--- src/source/xg_rx_pkg.sv ---
package xg_rx_pkg;

	////////////////////////////////////////////////////////////
	// Block lock thresholds

	// Consecutive good sync headers to gain lock
	localparam int LOCK_GOOD_COUNT = 16;
	localparam int LOCK_GOOD_W = $clog2(LOCK_GOOD_COUNT);

	// Consecutive bad sync headers to lose lock
	localparam int LOCK_BAD_COUNT = 4;
	localparam int LOCK_BAD_W = $clog2(LOCK_BAD_COUNT);

	// Sync header values, the other two are invalid
	localparam logic [1:0] SYNC_DATA = 2'b01;
	localparam logic [1:0] SYNC_CTRL = 2'b10;

	////////////////////////////////////////////////////////////
	// XGMII characters

	localparam logic [7:0] XGMII_IDLE = 8'h07;
	localparam logic [7:0] XGMII_START = 8'hFB;
	localparam logic [7:0] XGMII_TERM = 8'hFD;
	localparam logic [7:0] XGMII_ERROR = 8'hFE;
	localparam logic [7:0] PREAMBLE_BYTE = 8'h55;
	localparam logic [7:0] SFD_BYTE = 8'hD5;

	////////////////////////////////////////////////////////////
	// Frame buffer and CRC

	// Buffer capacity in beats
	localparam int BUF_DEPTH = 64;
	localparam int BUF_AW = $clog2(BUF_DEPTH);
	localparam int COUNT_WIDTH = 16;

	// Reflected CRC-32, no final inversion in the register
	localparam logic [31:0] CRC_POLY = 32'hEDB88320;
	localparam logic [31:0] CRC_INIT = 32'hFFFFFFFF;
	localparam logic [31:0] CRC_RESIDUE = 32'hDEBB20E3;

	// One 66-bit block, payload bit 0 first on the wire
	typedef struct packed {
		logic [1:0] sync;
		logic [63:0] payload;
	} pcs_block;

	// Lane i is data[8*i +: 8] and ctl[i], lane 0 first on the wire
	typedef struct packed {
		logic [63:0] data;
		logic [7:0] ctl;
	} xgmii_word;

	// Packed frame bytes, keep is contiguous from lane 0
	typedef struct packed {
		logic [63:0] data;
		logic [7:0] keep;
		logic last;
	} rx_beat;

	// Control block type byte, TERMn has n data bytes first
	typedef enum logic [7:0] {
		BT_IDLE = 8'h1E,
		BT_START0 = 8'h78,
		BT_TERM0 = 8'h87,
		BT_TERM1 = 8'h99,
		BT_TERM2 = 8'hAA,
		BT_TERM3 = 8'hB4,
		BT_TERM4 = 8'hCC,
		BT_TERM5 = 8'hD2,
		BT_TERM6 = 8'hE1,
		BT_TERM7 = 8'hFF
	} block_type;

	typedef enum logic [1:0] {
		IDLE,
		IN_FRAME,
		DROP
	} framer_state;

	// All eight lanes carrying the error character
	localparam xgmii_word XGMII_ERR_WORD = '{data: {8{XGMII_ERROR}}, ctl: 8'hFF};

endpackage

--- src/source/pcs_block_decoder.sv ---
module pcs_block_decoder (
	input logic rx_clk,
	input logic rst_n,
	input xg_rx_pkg::pcs_block rx_block,
	input logic rx_block_valid,
	output xg_rx_pkg::xgmii_word xgmii,
	output logic xgmii_valid,
	output logic block_lock
);
	import xg_rx_pkg::*;

	logic hdr_ok;
	logic [LOCK_GOOD_W-1:0] good_cnt;
	logic [LOCK_BAD_W-1:0] bad_cnt;
	xgmii_word dec_word;

	////////////////////////////////////////////////////////////
	// Block to XGMII translation

	function automatic xgmii_word decode_block(input pcs_block blk);
		xgmii_word w;
		logic [63:0] tail;
		logic [3:0] n_data;
		// Anything unrecognised stays as error lanes
		w = XGMII_ERR_WORD;
		// Data bytes of a terminate block start after the type byte
		tail = blk.payload >> 8;
		n_data = 4'd8;
		if (blk.sync == SYNC_DATA) begin
			w.data = blk.payload;
			w.ctl = 8'h00;
		end else if (blk.sync == SYNC_CTRL) begin
			case (block_type'(blk.payload[7:0]))
				BT_IDLE: begin
					w.data = {8{XGMII_IDLE}};
				end
				BT_START0: begin
					// Start in lane 0, then seven payload bytes
					w.data = {blk.payload[63:8], XGMII_START};
					w.ctl = 8'h01;
				end
				BT_TERM0: n_data = 4'd0;
				BT_TERM1: n_data = 4'd1;
				BT_TERM2: n_data = 4'd2;
				BT_TERM3: n_data = 4'd3;
				BT_TERM4: n_data = 4'd4;
				BT_TERM5: n_data = 4'd5;
				BT_TERM6: n_data = 4'd6;
				BT_TERM7: n_data = 4'd7;
				default: ;
			endcase
			// Terminate: data lanes, terminate, idle fill
			if (n_data != 4'd8) begin
				for (int i = 0; i < 8; i++) begin
					if (i < n_data) begin
						w.data[8*i +: 8] = tail[8*i +: 8];
						w.ctl[i] = 1'b0;
					end else if (i == n_data) begin
						w.data[8*i +: 8] = XGMII_TERM;
						w.ctl[i] = 1'b1;
					end else begin
						w.data[8*i +: 8] = XGMII_IDLE;
						w.ctl[i] = 1'b1;
					end
				end
			end
		end
		return w;
	endfunction

	// Exactly one of the two header bits set
	assign hdr_ok = rx_block.sync[1] ^ rx_block.sync[0];
	assign dec_word = decode_block(rx_block);

	////////////////////////////////////////////////////////////
	// Lock state machine

	always_ff @(posedge rx_clk or negedge rst_n) begin
		if (!rst_n) begin
			good_cnt <= '0;
			bad_cnt <= '0;
			block_lock <= 1'b0;
		end else if (rx_block_valid) begin
			if (hdr_ok) begin
				bad_cnt <= '0;
				// Only counted while hunting for lock
				if (!block_lock) begin
					if (good_cnt == LOCK_GOOD_W'(LOCK_GOOD_COUNT - 1)) begin
						block_lock <= 1'b1;
						good_cnt <= '0;
					end else begin
						good_cnt <= good_cnt + 1'b1;
					end
				end
			end else begin
				good_cnt <= '0;
				if (block_lock) begin
					if (bad_cnt == LOCK_BAD_W'(LOCK_BAD_COUNT - 1)) begin
						block_lock <= 1'b0;
						bad_cnt <= '0;
					end else begin
						bad_cnt <= bad_cnt + 1'b1;
					end
				end
			end
		end
	end

	// Output word, one cycle behind the block
	always_ff @(posedge rx_clk or negedge rst_n) begin
		if (!rst_n) begin
			xgmii_valid <= 1'b0;
		end else begin
			xgmii_valid <= rx_block_valid;
		end
	end

	always_ff @(posedge rx_clk) begin
		if (rx_block_valid) begin
			// Unlocked alignment is not trusted
			xgmii <= block_lock ? dec_word : XGMII_ERR_WORD;
		end
	end

endmodule

--- config.mk ---
export PLATFORM = sky130hd
export DESIGN_NAME = pcs_block_decoder
export DESIGN_NICKNAME = d
export VERILOG_FILES = /design/src/source/xg_rx_pkg.sv /design/src/source/pcs_block_decoder.sv
export SDC_FILE = /design/constraint.sdc
export NUM_CORES = 1
export LEC_CHECK = 0
export BUFFER_PORTS_ARGS = -buffer_cell sky130_fd_sc_hd__buf_2
export CAP_MARGIN = 10
export CORE_MARGIN = 10
export CORE_UTILIZATION = 41
export CTS_BUF_LIST = sky130_fd_sc_hd__clkbuf_2
export DETAILED_ROUTE_END_ITERATION = 8
export GPL_ROUTABILITY_DRIVEN = 0
export PLACE_DENSITY = 0.71
export SETUP_SLACK_MARGIN = 0.3
export SLEW_MARGIN = 25
export SYNTH_ARGS = -nofsm -noshare
export SYNTH_HDL_FRONTEND = slang
export SYNTH_SLANG_ARGS = --single-unit
--- constraint.sdc ---
create_clock -name rx_clk -period 1.7 [get_ports rx_clk]
set_input_delay 0.255 -clock rx_clk [delete_from_list [all_inputs] [get_ports rx_clk]]
set_output_delay 0.255 -clock rx_clk [all_outputs]
set_load 0.01 [all_outputs]
==> impl_results.md <==
- Status: completed
- Slowest CP cell: or4_4
- Max-slew headroom: 0.668
- Final Cell Area: 7800 um^2
- Die Ht: 124 um
- Tmin final: 1.67 ns
- P_int: 3.43 mW
- Largest net degree at the start of global routing: 44
- Fmax: 0.598 GHz
- IO Port Bufs: 142
- Synth unique cells: 67
- CP max FO: 6
- Maximum clock path buffer count: 2
- Critical path required time: 2.02 ns
- GRT Residual Overflow: 0
- # fillers: 612
- Starting Density: 0.425
- Sequential share of power: 0.492
- R2R Setup Slk: 0.05 ns
- Logic pwr share: 0.269
- Worst min-delay path class: in -> async
- Total CTS buffers: 9
- Clk_lat worst skew: 0.56 ns
- Pwr dens: 625 nW/um^2
- Total power: 4.88 mW
- Synth Net Count: 503
- Setup TNS: 0 ns
- Area of the mapped netlist: 4430 um^2
- DR vias/cell: 6.14
- Clock Sinks: 80
- Layout cells sized above 1: 0.584
- Worst vdd ir: 0.354 mV
- Post-synthesis instance total: 430
- DRC violations left: 0
- First-pass GRT wire length: 27500 um
- #FFs+latches synth: 80
- Worst clock skew: 0.0374 ns
- Die width: 124 um
- Buf+Inv Stages, Crit Path: 6
- Post-layout util: 0.749
- DRT antenna net count: 0
- CP Class: in -> reg
- Final #Nets: 790
- Reg2reg start: block_lock
- Top cell by count, worst path: buf_6
- Synth Area per Inst: 10.3 um^2
- Gr usage total: 0.229
- Slew Viols, Final: 0
- Root cell of the clock tree: clkbuf_2
- Synth top area share: 0.488
- Drt wl/cell: 23.4 um
- Synth Warn #: 0
- I/O pin total: 143
- Initial drt markers: 633
- CP Capture Type: flip-flop
- Slowest cell delay on critical path: 0.44 ns
- Main synth FF type: edfxtp_1
- Yosys top cell by area: edfxtp_1
- Count of final setup violators: 0
- Ys async rst share: 0.100
- Worst slew pin tran: 0.497 ns
- Die ar.: 15400 um^2
- CP top delay family: buffers and inverters
- CTS tree: yes
- Hold Violations, Final: 0
- Via count: 5279
- H-tree depth: 3
- Vias in the first global route: 5082
- RSZ-0062 raised after global routing: yes
- Crit path launch type: input pin
- Area contributors post-synth: edfxtp_1 (49%), nand2_1 (4.6%), dfrtp_1 (4.5%), a21oi_1 (3.6%), nor2_1 (3.4%)
- Reg2Reg Depth: 7
- Pre-antenna DRT Iters: 7
- RR Endpoint: xgmii[66]
- Area Overhead vs Synth: 76.2%
- HPWL after DPL: 12100 um
- P_leak: 3.10 nW
- Total wire length: 20100 um
- Worst-path clk slew: 0.23 ns
- Maxcap violations: 0
- Switching part of the total: 0.297
- Crit-path cells: buf_8 > buf_6 > or4_4 > a21oi_4 > buf_6 > nor3_4 > a31oi_4 > buf_6 > buf_12 > buf_16 > o211ai_1
- Core ar.: 10400 um^2
- WP data arrival: 1.99 ns
- Initial antenna violation count: 1
- Final worst setup slack: 0.0268 ns
- Number of synthesized flops with an enable pin: 72
- Row count: 37
- Clock Power Share: 0.238
- Pre-CTS setup slack: -0.657 ns
- Period utilization: 0.984
- DP Area: 6070 um^2
- Sw Pwr: 1.45 mW
- Post-synthesis sequential area ratio: 0.533
[per-layer routing]
metal | up-vias | part of all wire | GRT usage | wire length [um]
li1 | 2236 | - | - | -
met1 | 2500 | 0.35 | 0.259 | 6950
met2 | 432 | 0.49 | 0.393 | 9910
met3 | 111 | 0.11 | 0.0602 | 2140
met4 | 0 | 0.055 | 0.116 | 1100
met5 | - | 0 | 0 | 0
[worst register-to-register path: cells and delay by family (launching register included)]
kind | cells | cell delay (ns)
AOI/OAI and AO/OA | 1 | 0.08
buffers and inverters | 4 | 0.48
DFF | 1 | 0.50
and+or+nand+nor | 2 | 0.39
[cells in the mapped netlist (3+ instances only)]
master and count:
nand2_1 54, edfxtp_1 72, nor3_1 5, dfrtp_1 8, buf_2 7, a2bb2oi_1 3
o22ai_1 12, a31oi_1 9, o21a_1 3, o211ai_1 13, ha_1 4, and3_1 4
or3_1 3, a21oi_1 32, o221ai_1 5, a22oi_1 5, nand2b_1 3, buf_4 5
nor2b_1 7, nor4bb_1 4, nand4_1 7, inv_1 14, nor4_1 4, o211a_1 3
clkbuf_1 15, o221a_2 3, nand3_1 10, o21ai_0 24, nor2_1 40
[cell families after synthesis]
logic type,count (synthesis),synth area share
adders and majority gates,4,0.0113
AOI/OAI and AO/OA,141,0.224
buffers and inverters,44,0.0472
and+or+nand+nor,161,0.184
DFF,80,0.533
[timing repair]
| item | CTS | global route |
|---|---|---|
| hold endpoints to repair | 11 | 2 |
| gates resized for setup | 122 | 80 |
| endpoints found under the setup margin | 78 | 129 |
| gates cloned | 6 | 3 |
| hold buffers | 4 | 2 |
| setup buffers | 29 | 26 |
| pin swaps | 28 | 33 |
[cells in the final DEF (no fill, tap or decap), types with 6 or more instances in the layout]
cell / synthesis / layout
o21ai_1: 2 / 8
nor2_1: 40 / 31
nor2_4: 0 / 7
a21oi_4: 1 / 6
a31oi_1: 9 / 6
edfxtp_1: 72 / 72
buf_6: 2 / 48
buf_12: 0 / 17
nand2_1: 54 / 46
o22ai_1: 12 / 6
nand2_2: 0 / 7
a21oi_2: 2 / 14
o21ai_0: 24 / 15
nand4_1: 7 / 7
a21oi_1: 32 / 15
nor2b_1: 7 / 7
buf_4: 5 / 98
clkbuf_2: 1 / 11
dfrtp_1: 8 / 6
buf_2: 7 / 129
inv_1: 14 / 13
o211ai_1: 13 / 13
dlygate4sd3_1: 0 / 6
[stage by stage]
step / std cells / hold slack [ns]
2_1_floorplan: 430 / -0.0406
5_1_grt: 859 / 0.00142
6_report: 860 / 0.0250
4_1_cts: 827 / 0.00222
3_5_place_dp: 772 / 0.115
3_3_place_gp: 772 / 0.111
[sequential cells by signal (all words and copies together), names as in the netlist]
register and cells:
bad_cnt 2, block_lock 1, good_cnt 4, xgmii 72, xgmii_valid 1
[final cells by class]
cell class | count | area (um^2) | area share
tap | 136 | 170 | 0.0218
inverter | 14 | 60.1 | 0.00770
antenna | 2 | 5.00 | 0.000641
clock inverter | 5 | 72.6 | 0.00930
multi-input combinational | 306 | 2570 | 0.329
sequential | 80 | 2360 | 0.303
clock buffer | 11 | 55.1 | 0.00705
timing repair buffer | 306 | 2510 | 0.322
[power groups by stage]
stage	combinational, mW	sequential [mW]	clock [mW]
after floorplan	0.398	2.45	0
final	1.31	2.40	1.16
after global routing	1.40	2.42	1.24
after detailed placement	0.878	2.42	0
after global placement	0.854	2.41	0
after CTS	1.06	2.38	1.13
[how the worst max path moves through the flow]
stage | from | endpoint | slack, ns | cells after the start
2_1_floorplan | rx_block[0] | xgmii[40] | -0.34 | 6
3_3_place_gp | rx_block[0] | xgmii[33] | -0.66 | 7
3_5_place_dp | rx_block[0] | xgmii[18] | -0.66 | 7
4_1_cts | block_lock | block_lock | 0.08 | 2
5_1_grt | block_lock | xgmii[23] | 0.008 | 8
6_report | rx_block[5] | xgmii[28] | 0.03 | 11
Power figures use the tool's default switching activity.
