--- src/source/xg_rx_pkg.sv ---
package xg_rx_pkg;

	////////////////////////////////////////////////////////////
	// Block lock thresholds

	// Consecutive good sync headers to gain lock
	localparam int LOCK_GOOD_COUNT = 16;
	localparam int LOCK_GOOD_W = $clog2(LOCK_GOOD_COUNT);

	// Consecutive bad sync headers to lose lock
	localparam int LOCK_BAD_COUNT = 4;
	localparam int LOCK_BAD_W = $clog2(LOCK_BAD_COUNT);

	// Sync header values, the other two are invalid
	localparam logic [1:0] SYNC_DATA = 2'b01;
	localparam logic [1:0] SYNC_CTRL = 2'b10;

	////////////////////////////////////////////////////////////
	// XGMII characters

	localparam logic [7:0] XGMII_IDLE = 8'h07;
	localparam logic [7:0] XGMII_START = 8'hFB;
	localparam logic [7:0] XGMII_TERM = 8'hFD;
	localparam logic [7:0] XGMII_ERROR = 8'hFE;
	localparam logic [7:0] PREAMBLE_BYTE = 8'h55;
	localparam logic [7:0] SFD_BYTE = 8'hD5;

	////////////////////////////////////////////////////////////
	// Frame buffer and CRC

	// Buffer capacity in beats
	localparam int BUF_DEPTH = 64;
	localparam int BUF_AW = $clog2(BUF_DEPTH);
	localparam int COUNT_WIDTH = 16;

	// Reflected CRC-32, no final inversion in the register
	localparam logic [31:0] CRC_POLY = 32'hEDB88320;
	localparam logic [31:0] CRC_INIT = 32'hFFFFFFFF;
	localparam logic [31:0] CRC_RESIDUE = 32'hDEBB20E3;

	// One 66-bit block, payload bit 0 first on the wire
	typedef struct packed {
		logic [1:0] sync;
		logic [63:0] payload;
	} pcs_block;

	// Lane i is data[8*i +: 8] and ctl[i], lane 0 first on the wire
	typedef struct packed {
		logic [63:0] data;
		logic [7:0] ctl;
	} xgmii_word;

	// Packed frame bytes, keep is contiguous from lane 0
	typedef struct packed {
		logic [63:0] data;
		logic [7:0] keep;
		logic last;
	} rx_beat;

	// Control block type byte, TERMn has n data bytes first
	typedef enum logic [7:0] {
		BT_IDLE = 8'h1E,
		BT_START0 = 8'h78,
		BT_TERM0 = 8'h87,
		BT_TERM1 = 8'h99,
		BT_TERM2 = 8'hAA,
		BT_TERM3 = 8'hB4,
		BT_TERM4 = 8'hCC,
		BT_TERM5 = 8'hD2,
		BT_TERM6 = 8'hE1,
		BT_TERM7 = 8'hFF
	} block_type;

	typedef enum logic [1:0] {
		IDLE,
		IN_FRAME,
		DROP
	} framer_state;

	// All eight lanes carrying the error character
	localparam xgmii_word XGMII_ERR_WORD = '{data: {8{XGMII_ERROR}}, ctl: 8'hFF};

endpackage

--- src/source/mac_rx_framer.sv ---
module mac_rx_framer (
	input logic rx_clk,
	input logic rst_n,
	input xg_rx_pkg::xgmii_word xgmii,
	input logic xgmii_valid,
	input logic block_lock,
	output xg_rx_pkg::rx_beat beat,
	output logic beat_valid,
	output logic frame_good
);
	import xg_rx_pkg::*;

	framer_state state;
	logic [31:0] crc;
	logic [31:0] crc_next;
	logic has_ctl;
	logic err_any;
	logic [2:0] term_lane;
	logic term_ok;
	logic is_sof;
	logic is_idle_word;
	logic abort;
	logic take;

	////////////////////////////////////////////////////////////
	// CRC-32 shifted LSB first

	function automatic logic [31:0] crc_byte(input logic [31:0] c, input logic [7:0] d);
		logic [31:0] r;
		r = c ^ {24'h0, d};
		for (int k = 0; k < 8; k++) begin
			r = r[0] ? ((r >> 1) ^ CRC_POLY) : (r >> 1);
		end
		return r;
	endfunction

	// Fold the first n lanes of a word starting at lane 0
	function automatic logic [31:0] crc_bytes(
		input logic [31:0] c,
		input logic [63:0] d,
		input logic [3:0] n
	);
		logic [31:0] r;
		r = c;
		for (int i = 0; i < 8; i++) begin
			if (i < n) begin
				r = crc_byte(r, d[8*i +: 8]);
			end
		end
		return r;
	endfunction

	////////////////////////////////////////////////////////////
	// Word classification

	always_comb begin
		has_ctl = |xgmii.ctl;
		err_any = 1'b0;
		term_lane = 3'd0;
		// Walk down so the lowest control lane wins
		for (int i = 7; i >= 0; i--) begin
			if (xgmii.ctl[i]) begin
				term_lane = 3'(i);
			end
			if (xgmii.ctl[i] && xgmii.data[8*i +: 8] == XGMII_ERROR) begin
				err_any = 1'b1;
			end
		end
	end

	// First control lane must be the terminate
	assign term_ok = xgmii.data[8*term_lane +: 8] == XGMII_TERM;

	// Start then six preamble bytes and the SFD in lane 7
	assign is_sof = (xgmii.ctl == 8'h01) &&
		(xgmii.data == {SFD_BYTE, {6{PREAMBLE_BYTE}}, XGMII_START});

	assign is_idle_word = (xgmii.ctl == 8'hFF) && (xgmii.data == {8{XGMII_IDLE}});

	// Lock loss aborts even without a word
	assign abort = (state == IN_FRAME) &&
		(!block_lock || (xgmii_valid && (err_any || (has_ctl && !term_ok))));
	assign take = (state == IN_FRAME) && xgmii_valid && !abort;

	// Data words fold all lanes and a terminate only those before it
	assign crc_next = crc_bytes(crc, xgmii.data, has_ctl ? {1'b0, term_lane} : 4'd8);

	////////////////////////////////////////////////////////////
	// Framer FSM

	always_ff @(posedge rx_clk or negedge rst_n) begin
		if (!rst_n) begin
			state <= IDLE;
			crc <= CRC_INIT;
			beat_valid <= 1'b0;
			frame_good <= 1'b0;
		end else begin
			beat_valid <= abort || take;
			case (state)
				IDLE: begin
					if (xgmii_valid && block_lock && is_sof) begin
						state <= IN_FRAME;
						crc <= CRC_INIT;
					end
				end
				IN_FRAME: begin
					if (abort) begin
						frame_good <= 1'b0;
						state <= DROP;
					end else if (take) begin
						crc <= crc_next;
						// Register holds the residue after a correct FCS
						frame_good <= has_ctl && (crc_next == CRC_RESIDUE);
						if (has_ctl) begin
							state <= IDLE;
						end
					end
				end
				DROP: begin
					// Hold off until the line goes idle
					if (xgmii_valid && is_idle_word) begin
						state <= IDLE;
					end
				end
				default: state <= IDLE;
			endcase
		end
	end

	// Beat payload
	always_ff @(posedge rx_clk) begin
		if (abort || take) begin
			beat.data <= xgmii.data;
		end
		if (abort) begin
			beat.keep <= 8'h00;
			beat.last <= 1'b1;
		end else if (take) begin
			beat.keep <= has_ctl ? ~(8'hFF << term_lane) : 8'hFF;
			beat.last <= has_ctl;
		end
	end

endmodule

--- config.mk ---
export PLATFORM = sky130hd
export DESIGN_NAME = mac_rx_framer
export DESIGN_NICKNAME = d
export VERILOG_FILES = /design/src/source/xg_rx_pkg.sv /design/src/source/mac_rx_framer.sv
export SDC_FILE = /design/constraint.sdc
export NUM_CORES = 1
export LEC_CHECK = 0
export ABC_CLOCK_PERIOD_IN_PS = 20700
export BUFFER_PORTS_ARGS = -buffer_cell sky130_fd_sc_hd__buf_2
export CAP_MARGIN = 20
export CORE_UTILIZATION = 68
export CTS_CLUSTER_DIAMETER = 200
export DETAILED_ROUTE_END_ITERATION = 7
export PLACE_DENSITY_LB_ADDON = 0.12
export SLEW_MARGIN = 20
export SYNTH_ARGS = -nofsm -noshare
export SYNTH_HDL_FRONTEND = slang
export SYNTH_SLANG_ARGS = --single-unit
export TNS_END_PERCENT = 20
--- constraint.sdc ---
create_clock -name rx_clk -period 20.7 [get_ports rx_clk]
set_clock_uncertainty 0.1 [all_clocks]
set_input_delay 3.105 -clock rx_clk [delete_from_list [all_inputs] [get_ports rx_clk]]
set_output_delay 3.105 -clock rx_clk [all_outputs]
set_load 0.01 [all_outputs]
==> reports/metrics.yaml, run 1 <==
setup_tns_ns: 0
first_pass_iters: 6
layoutNonFillerInstCount: 2304
crit_fanout: 72
synth_cells: 1895
gp_congestion: 1.038
relSlewSlack_pct: 21.10
placed_cell_area_sq_um: 18310
syn-cell-area_sq_um: 17520
wl_per_cell_um: 26.88
max_freq_mhz: 65.59
cp_slowest_cell: "clkinv_1"
cp_common_cell: "xnor2_1"
worst-endpoint-arrival_ns: 15.47
drtIter0Drc: 2650
ios: 151
post_cts_buffers: 0
antenna_cells: 0
synth_edf_count: 64
vias: 16190
synth_flop_cell: "edfxtp_1"
grt_usage_pct: 47.06
crit_type: "input port to flop"
cts_buffers: 9
synth.net_count: 1971
setup_viol: 0
slowest_delay_ns: 0.92
worstSkewPairLatency_ns: 0.39
layout_setup_ws_ns: 5.454
cp_top_family: "XOR/XNOR gates"
async_reset_ff_share_pct: 33.03
clk_pin_slew_ns: 0.10
powerDensity_nw_per_um2: 120.6
worst-path-buf-inv: 3
cts_tree: "done"
required_ns: 20.92
clock-sinks: 109
leakage_nw: 7.553
ys_seq_elements: 109
syn2layout_area_growth_pct: 6.362
die_area_sq_um: 26410
yosysWarningCount: 0
antenna_found_initial: 0
maxCapViolCount: 0
ir_drop_mv: 0.09799
maxSlewViolCount: 0
drt_wl_total_mm: 61.93
hpwlAfterDp_mm: 48.63
core_sq_um: 25250
drc: 0
grt-ovfl-total: 0
pre_cts_ws_ns: 5.402
post_drt_via_cell_ratio: 7.028
drive_gt1_share_pct: 18.39
placed_cells: 2288
die_h_um: 162.5
port_buffers: 150
htree_levels: 3
cts_hold_buffers: 0
hold_viol_final: 0
hold_path_class: "flop to flop"
post-route-min-period_ns: 15.25
multi_input_area_sq_um: 13910
status: "finished clean"
finalInstanceArea_sq_um: 18640
grt_max_degree: 73
finalNetCount: 2045
grt_pass1_wl_mm: 92.00
root_buffer: "clkbuf_16"
start_util_pct: 69.39
rsz0062_at_grt: "false"
finalCritPeriodShare_pct: 73.65
yosysSeqAreaShare_pct: 17.37
startpoint_type: "input port"
rows: 58
syn_avg_cell_area_sq_um: 9.247
grt_pass1_vias: 14900
clockBufferDepth: 2
netlist-cell-type-count: 120
cts_resized: 0
worstSetupEndpointType: "flop"
drtAntennaViolNets: 0
tightest_slew_ns: 1.175
ff_latch_area_sq_um: 3043
die_x_um: 162.5
final_core_util_pct: 73.80
fillers: 1898
cells in the mapped netlist, types with 10 or more instances:
cell type,n,area (sq um)
a21oi_1,113,565.5
xnor2_1,254,2225
mux2_2,16,180.2
mux2i_1,68,680.7
nor2_1,165,619.3
dfstp_2,32,840.8
a21o_1,15,112.6
nand4_1,30,187.7
o211ai_1,18,135.1
a31oi_1,14,87.58
or2_2,10,62.56
xnor3_1,88,1982
nand2_1,174,653.1
or3_1,11,68.82
a211oi_1,21,157.7
xor3_1,25,594.3
o21ai_0,95,475.5
nand3_1,53,265.3
clkbuf_1,70,262.8
edfxtp_1,64,1922
o22a_1,10,87.58
buf_6,19,214.0
xnor2_2,19,309.1
or4_1,10,75.07
nand2b_1,21,131.4
xnor3_2,10,237.7
nor4_1,24,150.1
inv_1,12,45.04
nor3_1,41,205.2
and2_1,16,100.1
nor4b_1,13,113.9
xor2_1,104,910.9
and3_1,15,93.84
worst reg2reg max path, delay by kind of cell (launching register included):
kind	cells	cell delay, ns
xor gates and xnor gates	13	5.96
AOI/OAI and AO/OA	12	4.06
and+or+nand+nor	4	1.33
DFF	1	0.70
flip-flops by register name, summed over array words and instances (netlist names):
name        cells
frame_good      1
state           2
crc            32
beat           73
beat_valid      1
layout by cell type (no fill, tap or decap), types with 9 or more instances in the layout:
cell,synthesis,final
and2_1,16,16
o21ai_0,95,95
xnor2_1,254,254
xnor3_1,88,88
a31oi_1,14,14
or3_1,11,11
nand3_1,53,53
nor2_1,165,160
edfxtp_1,64,64
and3_1,15,15
a21oi_1,113,113
xor3_1,25,25
nor3_1,41,38
clkbuf_16,0,9
nor3b_1,9,9
a211oi_1,21,21
dfxtp_1,9,9
mux2_2,16,16
o22a_1,10,10
xnor2_2,19,19
nor4_1,24,23
nor2b_1,9,9
inv_1,12,11
o211ai_1,18,18
nor4b_1,13,13
xor2_1,104,104
or4_1,10,10
o21ai_1,9,9
buf_4,7,19
nand2_1,174,173
dfstp_2,32,32
xnor3_2,10,10
a21o_1,15,15
buf_2,3,150
mux2i_1,68,68
nand4_1,30,30
or2_2,10,10
nand2b_1,21,21
kinds of logic (layout without fill, tap and decap cells):
kind of cell              after synthesis  count (layout)  share of synthesized area (%)
muxes                                  95              95                          5.898
buffers and inverters                 120             199                          3.556
xor gates and xnor gates              516             516                          37.99
and+or+nand+nor                       639             639                          18.69
DFF                                   109             109                          17.37
AOI/OAI and AO/OA                     416             416                          16.49
stage by stage:
step	hold slack [ns]	power, mW
after floorplan	0.3721	1.630
after global placement	0.3347	1.968
after detailed placement	0.3422	1.986
after CTS	0.3674	2.197
after global routing	0.3831	2.336
final	0.3708	2.247
worst paths after layout:
path                                from          to  slack [ns]  cells past startpoint
worst max-delay path            xgmii[0]  frame_good        5.45                     31
worst min-delay path             beat[8]     beat[8]        0.37                      1
worst max register to register    crc[2]  frame_good        8.51                     29
worst min register to register   beat[8]     beat[8]        0.37                      1
max in group asynchronous          rst_n    state[0]       17.28                      1
min in group asynchronous          rst_n  beat_valid        2.70                      1
layout make-up:
cell class              count  area share [%]
multi-input cells        1666           74.64
flip-flops and latches    109           16.33
repair buffers            169           4.793
well taps                 330           2.215
clock buffers               9           1.208
clock inverters             7          0.5303
inverters                  14          0.2820
metal layers:
metal / vias up / global-route usage, % / routed length [um]
met5: - / 0 / 0
met4: 0 / 26.89 / 4156
met3: 253 / 8.989 / 7349
met2: 1204 / 70.36 / 26690
met1: 7715 / 63.79 / 23730
li1: 7020 / - / -
power by group:
group	internal, mW	leakage [nW]	total (mW)	switching, mW
clock network	0.0887	0.154	0.199	0.110
registers	0.232	1.03	0.234	0.00226
logic	0.830	6.37	1.81	0.984
total	1.15	7.55	2.25	1.10
Power figures use the tool's default switching activity.
==> inputs of run 2 (changes only) <==
ABC_CLOCK_PERIOD_IN_PS = 14500   (was 20700)
CORE_UTILIZATION = 63   (was 68)
clock period = 14.5 ns   (was 20.7 ns; I/O delays follow)
==> run 2 against run 1 <==
Against the previous run: critical path depth is 1 lower; cell area is 0.56% higher; non-clock buffer count is 5 higher; utilization is 4.6 points lower; global-route usage is 3.4 points lower; via count is 0.94% lower; worst hold slack better by 0.010 ns; worst setup slack worse by 3.8 ns; register-to-register slack worse by 5.3 ns; flip-flop and latch count stayed put; highest routed layer is now met5.
==> reports/metrics.yaml, run 2 (synthesis results as in run 1) <==
required_ns: 14.71  # -6.21 ns
post_cts_buffers: 0  # unchanged
largest-register: "beat"
maxSlewViolCount: 0  # unchanged
leakage_nw: 7.586  # +0.44%
start_util_pct: 64.66  # -4.7 points
htree_levels: 3  # unchanged
drtAntennaViolNets: 0  # unchanged
cts_hold_buffers: 0  # unchanged
finalNetCount: 2050  # +0.24%
grt_pass1_wl_mm: 92.25  # +0.26%
worstSkewPairLatency_ns: 0.38  # about the same
grt_max_degree: 49  # -33%
gp_congestion: 1.013  # -2.4%
die_x_um: 168.8  # +3.8%
antenna_found_initial: 3  # +3
grt_pass1_vias: 14800  # -0.64%
max_freq_mhz: 78.08
crit_fanout: 37  # -49%
cts_resized: 0  # unchanged
grt-ovfl-total: 0  # unchanged
cp_top_family: "XOR/XNOR gates"
rows: 60  # +3.4%
clkPwrFrac_pct: 8.8  # about the same
first_pass_iters: 8  # +2
largest_reg_flops: 73  # unchanged
rsz0062_at_grt: "false"
die_h_um: 168.8  # +3.8%
drive_gt1_share_pct: 18.65  # +0.26 points
internal_power_mw: 1.651  # +43%
clockBufferDepth: 2  # unchanged
die_area_sq_um: 28490  # +7.8%
hold_viol_final: 0  # unchanged
hold_slack_ns: 0.3811  # +0.01034 ns
finalCritPeriodShare_pct: 88.32
cp_slowest_cell: "xnor3_1"
powerDensity_nw_per_um2: 171.7  # +42%
relSlewSlack_pct: 29.82  # +8.7 points
layout_common_cells: "253 x xnor2_1, 173 x nand2_1, 160 x nor2_1, 150 x buf_2, 113 x a21oi_1"
finalPower_mw: 3.218  # +43%
mostFrequentLayoutCell: "xnor2_1"
drc: 0  # unchanged
vias: 16040  # -0.94%
grt_usage_pct: 43.70  # -3.4 points
clock-sinks: 109  # unchanged
reg_top3: "beat x73, crc x32, state x2"
clk_pin_slew_ns: 0.09  # about the same
root_buffer: "clkbuf_16"
core_sq_um: 27100  # +7.3%
drt_wl_total_mm: 61.93  # about the same
maxCapViolCount: 0  # unchanged
post_drt_via_cell_ratio: 6.819  # -3.0%
startpoint_type: "input port"
drtIter0Drc: 2315  # -13%
post-route-min-period_ns: 12.81
r2r_setup_slack_ns: 3.17  # -5.34 ns
tightest_slew_ns: 1.045  # -0.1299 ns
fillers: 2202  # +16%
p_sw_mw: 1.567  # +43%
combPwrFrac_pct: 80.8  # about the same
p_seq_share_pct: 10.4  # about the same
cts_buffers: 9  # unchanged
crit_type: "input port to flop"
ir_drop_mv: 0.1102  # +12%
hold_path_class: "flop to flop"
slowest_delay_ns: 0.66  # -0.26 ns
cp_common_cell: "xnor2_1"
setup_viol: 0  # unchanged
wl_per_cell_um: 26.33  # -2.0%
setup_tns_ns: 0  # unchanged
p_sw_share_pct: 48.70  # -0.084 points
worst-endpoint-arrival_ns: 13.02  # -2.45 ns
cts_tree: "done"
port_buffers: 150  # unchanged
hpwlAfterDp_mm: 49.22  # +1.2%
status: "finished clean"
worstSetupEndpointType: "flop"
worst-path-buf-inv: 3  # unchanged
ios: 151  # unchanged
syn2layout_area_growth_pct: 6.962
run 2: cell count changes in the layout (fill, tap and decap cells not counted), sizes merged:
cell    previous run  this run
buf              169       174
clkinv             7         5
inv               14        16
diode              0         1
run 2: final cells by class:
| type | instances | area [sq um] | area share [%] |
|---|---|---|---|
| multi-input cells | 1666 | 13920 | 74.27 |
| flip-flops and latches | 109 | 3043 | 16.23 |
| repair buffers | 174 | 930.9 | 4.967 |
| well taps | 372 | 465.4 | 2.483 |
| clock buffers | 9 | 225.2 | 1.202 |
| clock inverters | 7 | 103.9 | 0.5541 |
| inverters | 14 | 52.55 | 0.2804 |
| diodes | 1 | 2.502 | 0.01335 |
run 2: per-stage QoR:
| stage | instance area, sq um | utilization, % | instances | setup WS [ns] |
|---|---|---|---|---|
| 2_1_floorplan | 17520 | - | 1895 | 3.244 |
| 4_1_cts | 18730 | 69.12 | 2351 | 1.837 |
| 3_5_place_dp | 18400 | 67.91 | 2335 | 1.449 |
| 5_1_grt | 18740 | 69.15 | 2351 | 1.096 |
| 6_report | 18740 | 69.16 | 2352 | 1.693 |
| 3_3_place_gp | 18400 | 67.89 | 2335 | 1.446 |
run 2: worst paths after layout:
check                           startpoint  cells after the start         end
worst min register to register     beat[8]                      1     beat[8]
min in group asynchronous            rst_n                      1  beat_valid
worst max register to register      crc[1]                     29  frame_good
max in group asynchronous            rst_n                      1    state[1]
worst max-delay path              xgmii[0]                     30  frame_good
worst min-delay path               beat[8]                      1     beat[8]
run 2: routing by layer:
layer  vias to the layer above  global-route usage [%]  wire length (um)
li1                       7050                       -                 -
met1                      7710                   58.90             23970
met2                      1076                   68.65             27850
met3                       199                   7.786              6926
met4                         4                   19.76              3162
met5                         -                       0                27
run 2: worst register-to-register path, delay by kind of cell, from the launching register on:
family	cells	cell delay, ns
xor gates and xnor gates	15	6.41
AOI/OAI and AO/OA	9	2.57
and+or+nand+nor	4	1.17
DFF	1	0.66
muxes	1	0.37
run 2: power by group through the flow:
stage	clock, mW	combinational [mW]	sequential [mW]
floorplan	0	1.99	0.339
detailed placement	0	2.52	0.341
CTS	0.287	2.53	0.334
global placement	0	2.50	0.341
finish	0.284	2.60	0.335
global route	0.292	2.72	0.335
==> inputs of run 3 (changes only) <==
CORE_UTILIZATION = 50   (was 63)
==> run 3 against run 2 <==
Against the previous run: via count fell by 2.8%; total power rose by 0.51%; flip-flop and latch count did not move; sequential share of layout area fell by 0.078 points; clock-buffer cell count did not move; utilization fell by 15 points; die area rose by 26%; combinational power barely moved; sequential power barely moved; first-iteration DRC count fell by 33%; final cell count rose by 3.4%; register-to-register slack got worse by 0.34 ns; critical endpoint unchanged; largest cell class unchanged.
==> reports/metrics.yaml, run 3 (synthesis results as in run 1) <==
layout_common_cells: "254 x xnor2_1, 173 x nand2_1, 160 x nor2_1, 150 x buf_2, 113 x a21oi_1"
setup_tns_ns: 0  # unchanged
hpwlAfterDp_mm: 52.83  # +7.3%
crit_type: "input port to flop"
port_buffers: 150  # unchanged
core_sq_um: 34540  # +27%
largest_reg_flops: 73  # unchanged
cp_top_family: "XOR/XNOR gates"
rsz0062_at_grt: "false"
clk_pin_slew_ns: 0.10  # about the same
grt_usage_pct: 36.83  # -6.9 points
setup_viol: 0  # unchanged
status: "finished clean"
drt_wl_total_mm: 66.08  # +6.7%
die_h_um: 189.2  # +12%
syn2layout_area_growth_pct: 7.476
grt-ovfl-total: 0  # unchanged
grt_pass1_wl_mm: 96.56  # +4.7%
rows: 68  # +13%
vias: 15580  # -2.8%
drc: 0  # unchanged
relSlewSlack_pct: 26.60  # -3.2 points
cts_buffers: 9  # unchanged
drtAntennaViolNets: 0  # unchanged
largest-register: "beat"
final_core_util_pct: 54.52  # -15 points
finalNetCount: 2049  # -0.049%
drive_gt1_share_pct: 18.60  # -0.041 points
grt_max_degree: 49  # unchanged
leakage_nw: 7.574  # -0.15%
start_util_pct: 50.73  # -14 points
worstSetupEndpointType: "flop"
maxSlewViolCount: 0  # unchanged
post_cts_buffers: 0  # unchanged
worst-path-buf-inv: 2  # -1
grt_pass1_vias: 14390  # -2.8%
hold_path_class: "flop to flop"
antenna_cells: 0  # -1
ir_drop_mv: 0.1318  # +20%
slowest_delay_ns: 0.89  # +0.23 ns
worst-endpoint-arrival_ns: 13.36  # +0.34 ns
tightest_slew_ns: 1.093  # +0.04799 ns
hold_viol_final: 0  # unchanged
cts_tree: "done"
ios: 151  # unchanged
drtIter0Drc: 1548  # -33%
cp_common_cell: "xnor3_1"
finalCritPeriodShare_pct: 90.53  # +2.2 points
max_freq_mhz: 76.18  # -2.4%
htree_levels: 3  # unchanged
clockBufferDepth: 2  # unchanged
mostFrequentLayoutCell: "xnor2_1"
wl_per_cell_um: 27.16  # +3.1%
powerDensity_nw_per_um2: 171.7  # about the same
worstSkewPairLatency_ns: 0.40  # +0.02 ns
required_ns: 14.73  # +0.02 ns
reg_top3: "beat x73, crc x32, state x2"
antenna_found_initial: 1  # -2
cts_resized: 0  # unchanged
post_drt_via_cell_ratio: 6.404  # -6.1%
gp_congestion: 0.9968  # -1.6%
cts_hold_buffers: 0  # unchanged
root_buffer: "clkbuf_16"
maxCapViolCount: 0  # unchanged
crit_fanout: 29  # -22%
die_x_um: 189.2  # +12%
placed_cell_area_sq_um: 18500  # +0.53%
die_area_sq_um: 35800  # +26%
cp_slowest_cell: "xnor2_1"
finalInstanceArea_sq_um: 18830  # +0.48%
first_pass_iters: 5  # -3
clock-sinks: 109  # unchanged
startpoint_type: "input port"
post-route-min-period_ns: 13.13  # +0.3200 ns
run 3: report_power, final:
group / leakage (nW) / switching (mW) / internal [mW]
sequential: 1.03 / 0.00349 / 0.331
combinational: 6.39 / 1.42 / 1.19
clock: 0.158 / 0.161 / 0.130
run 3: cell type report:
type	count	area, sq um
clock buffer	9	225.2
clock inverter	7	101.3
fill	3281	15710
inverter	14	53.80
multi-input combinational	1666	13920
sequential	109	3043
tap	455	569.3
timing repair buffer	173	923.4
run 3: worst min-delay path, cell delays in order (launching register included):
cell and delay (ns):
dfxtp_1 0.34, nand2_1 0.04, o21ai_0 0.05
run 3: layer usage:
layer  wire, um  up-vias  global-route usage (%)
met2      30180      849                   58.19
met3       5600      104                   4.467
met5          0        -                       0
met1      28160     7593                   51.62
met4       2132        0                   13.52
li1           -     7036                       -
run 3: path summary, 6_finish.rpt:
kind | depth (start not counted) | slack, ns | startpoint | endpoint
worst max-delay path | 29 | 1.37 | xgmii[0] | frame_good
worst min-delay path | 2 | 0.36 | beat[4] | beat[4]
worst max register to register | 28 | 2.83 | crc[2] | frame_good
worst min register to register | 2 | 0.36 | beat[4] | beat[4]
max in group asynchronous | 1 | 12.07 | rst_n | frame_good
min in group asynchronous | 1 | 1.74 | rst_n | beat_valid
run 3: through the flow:
step	total power, mW	hold WS [ns]	cells	worst slack [ns]
6_report	3.234	0.3624	2433	1.373
5_1_grt	3.375	0.3762	2433	0.8745
4_1_cts	3.192	0.3630	2433	1.496
3_5_place_dp	2.883	0.3398	2417	1.096
3_3_place_gp	2.886	0.3349	2417	1.174
2_1_floorplan	2.327	0.3721	1895	3.244
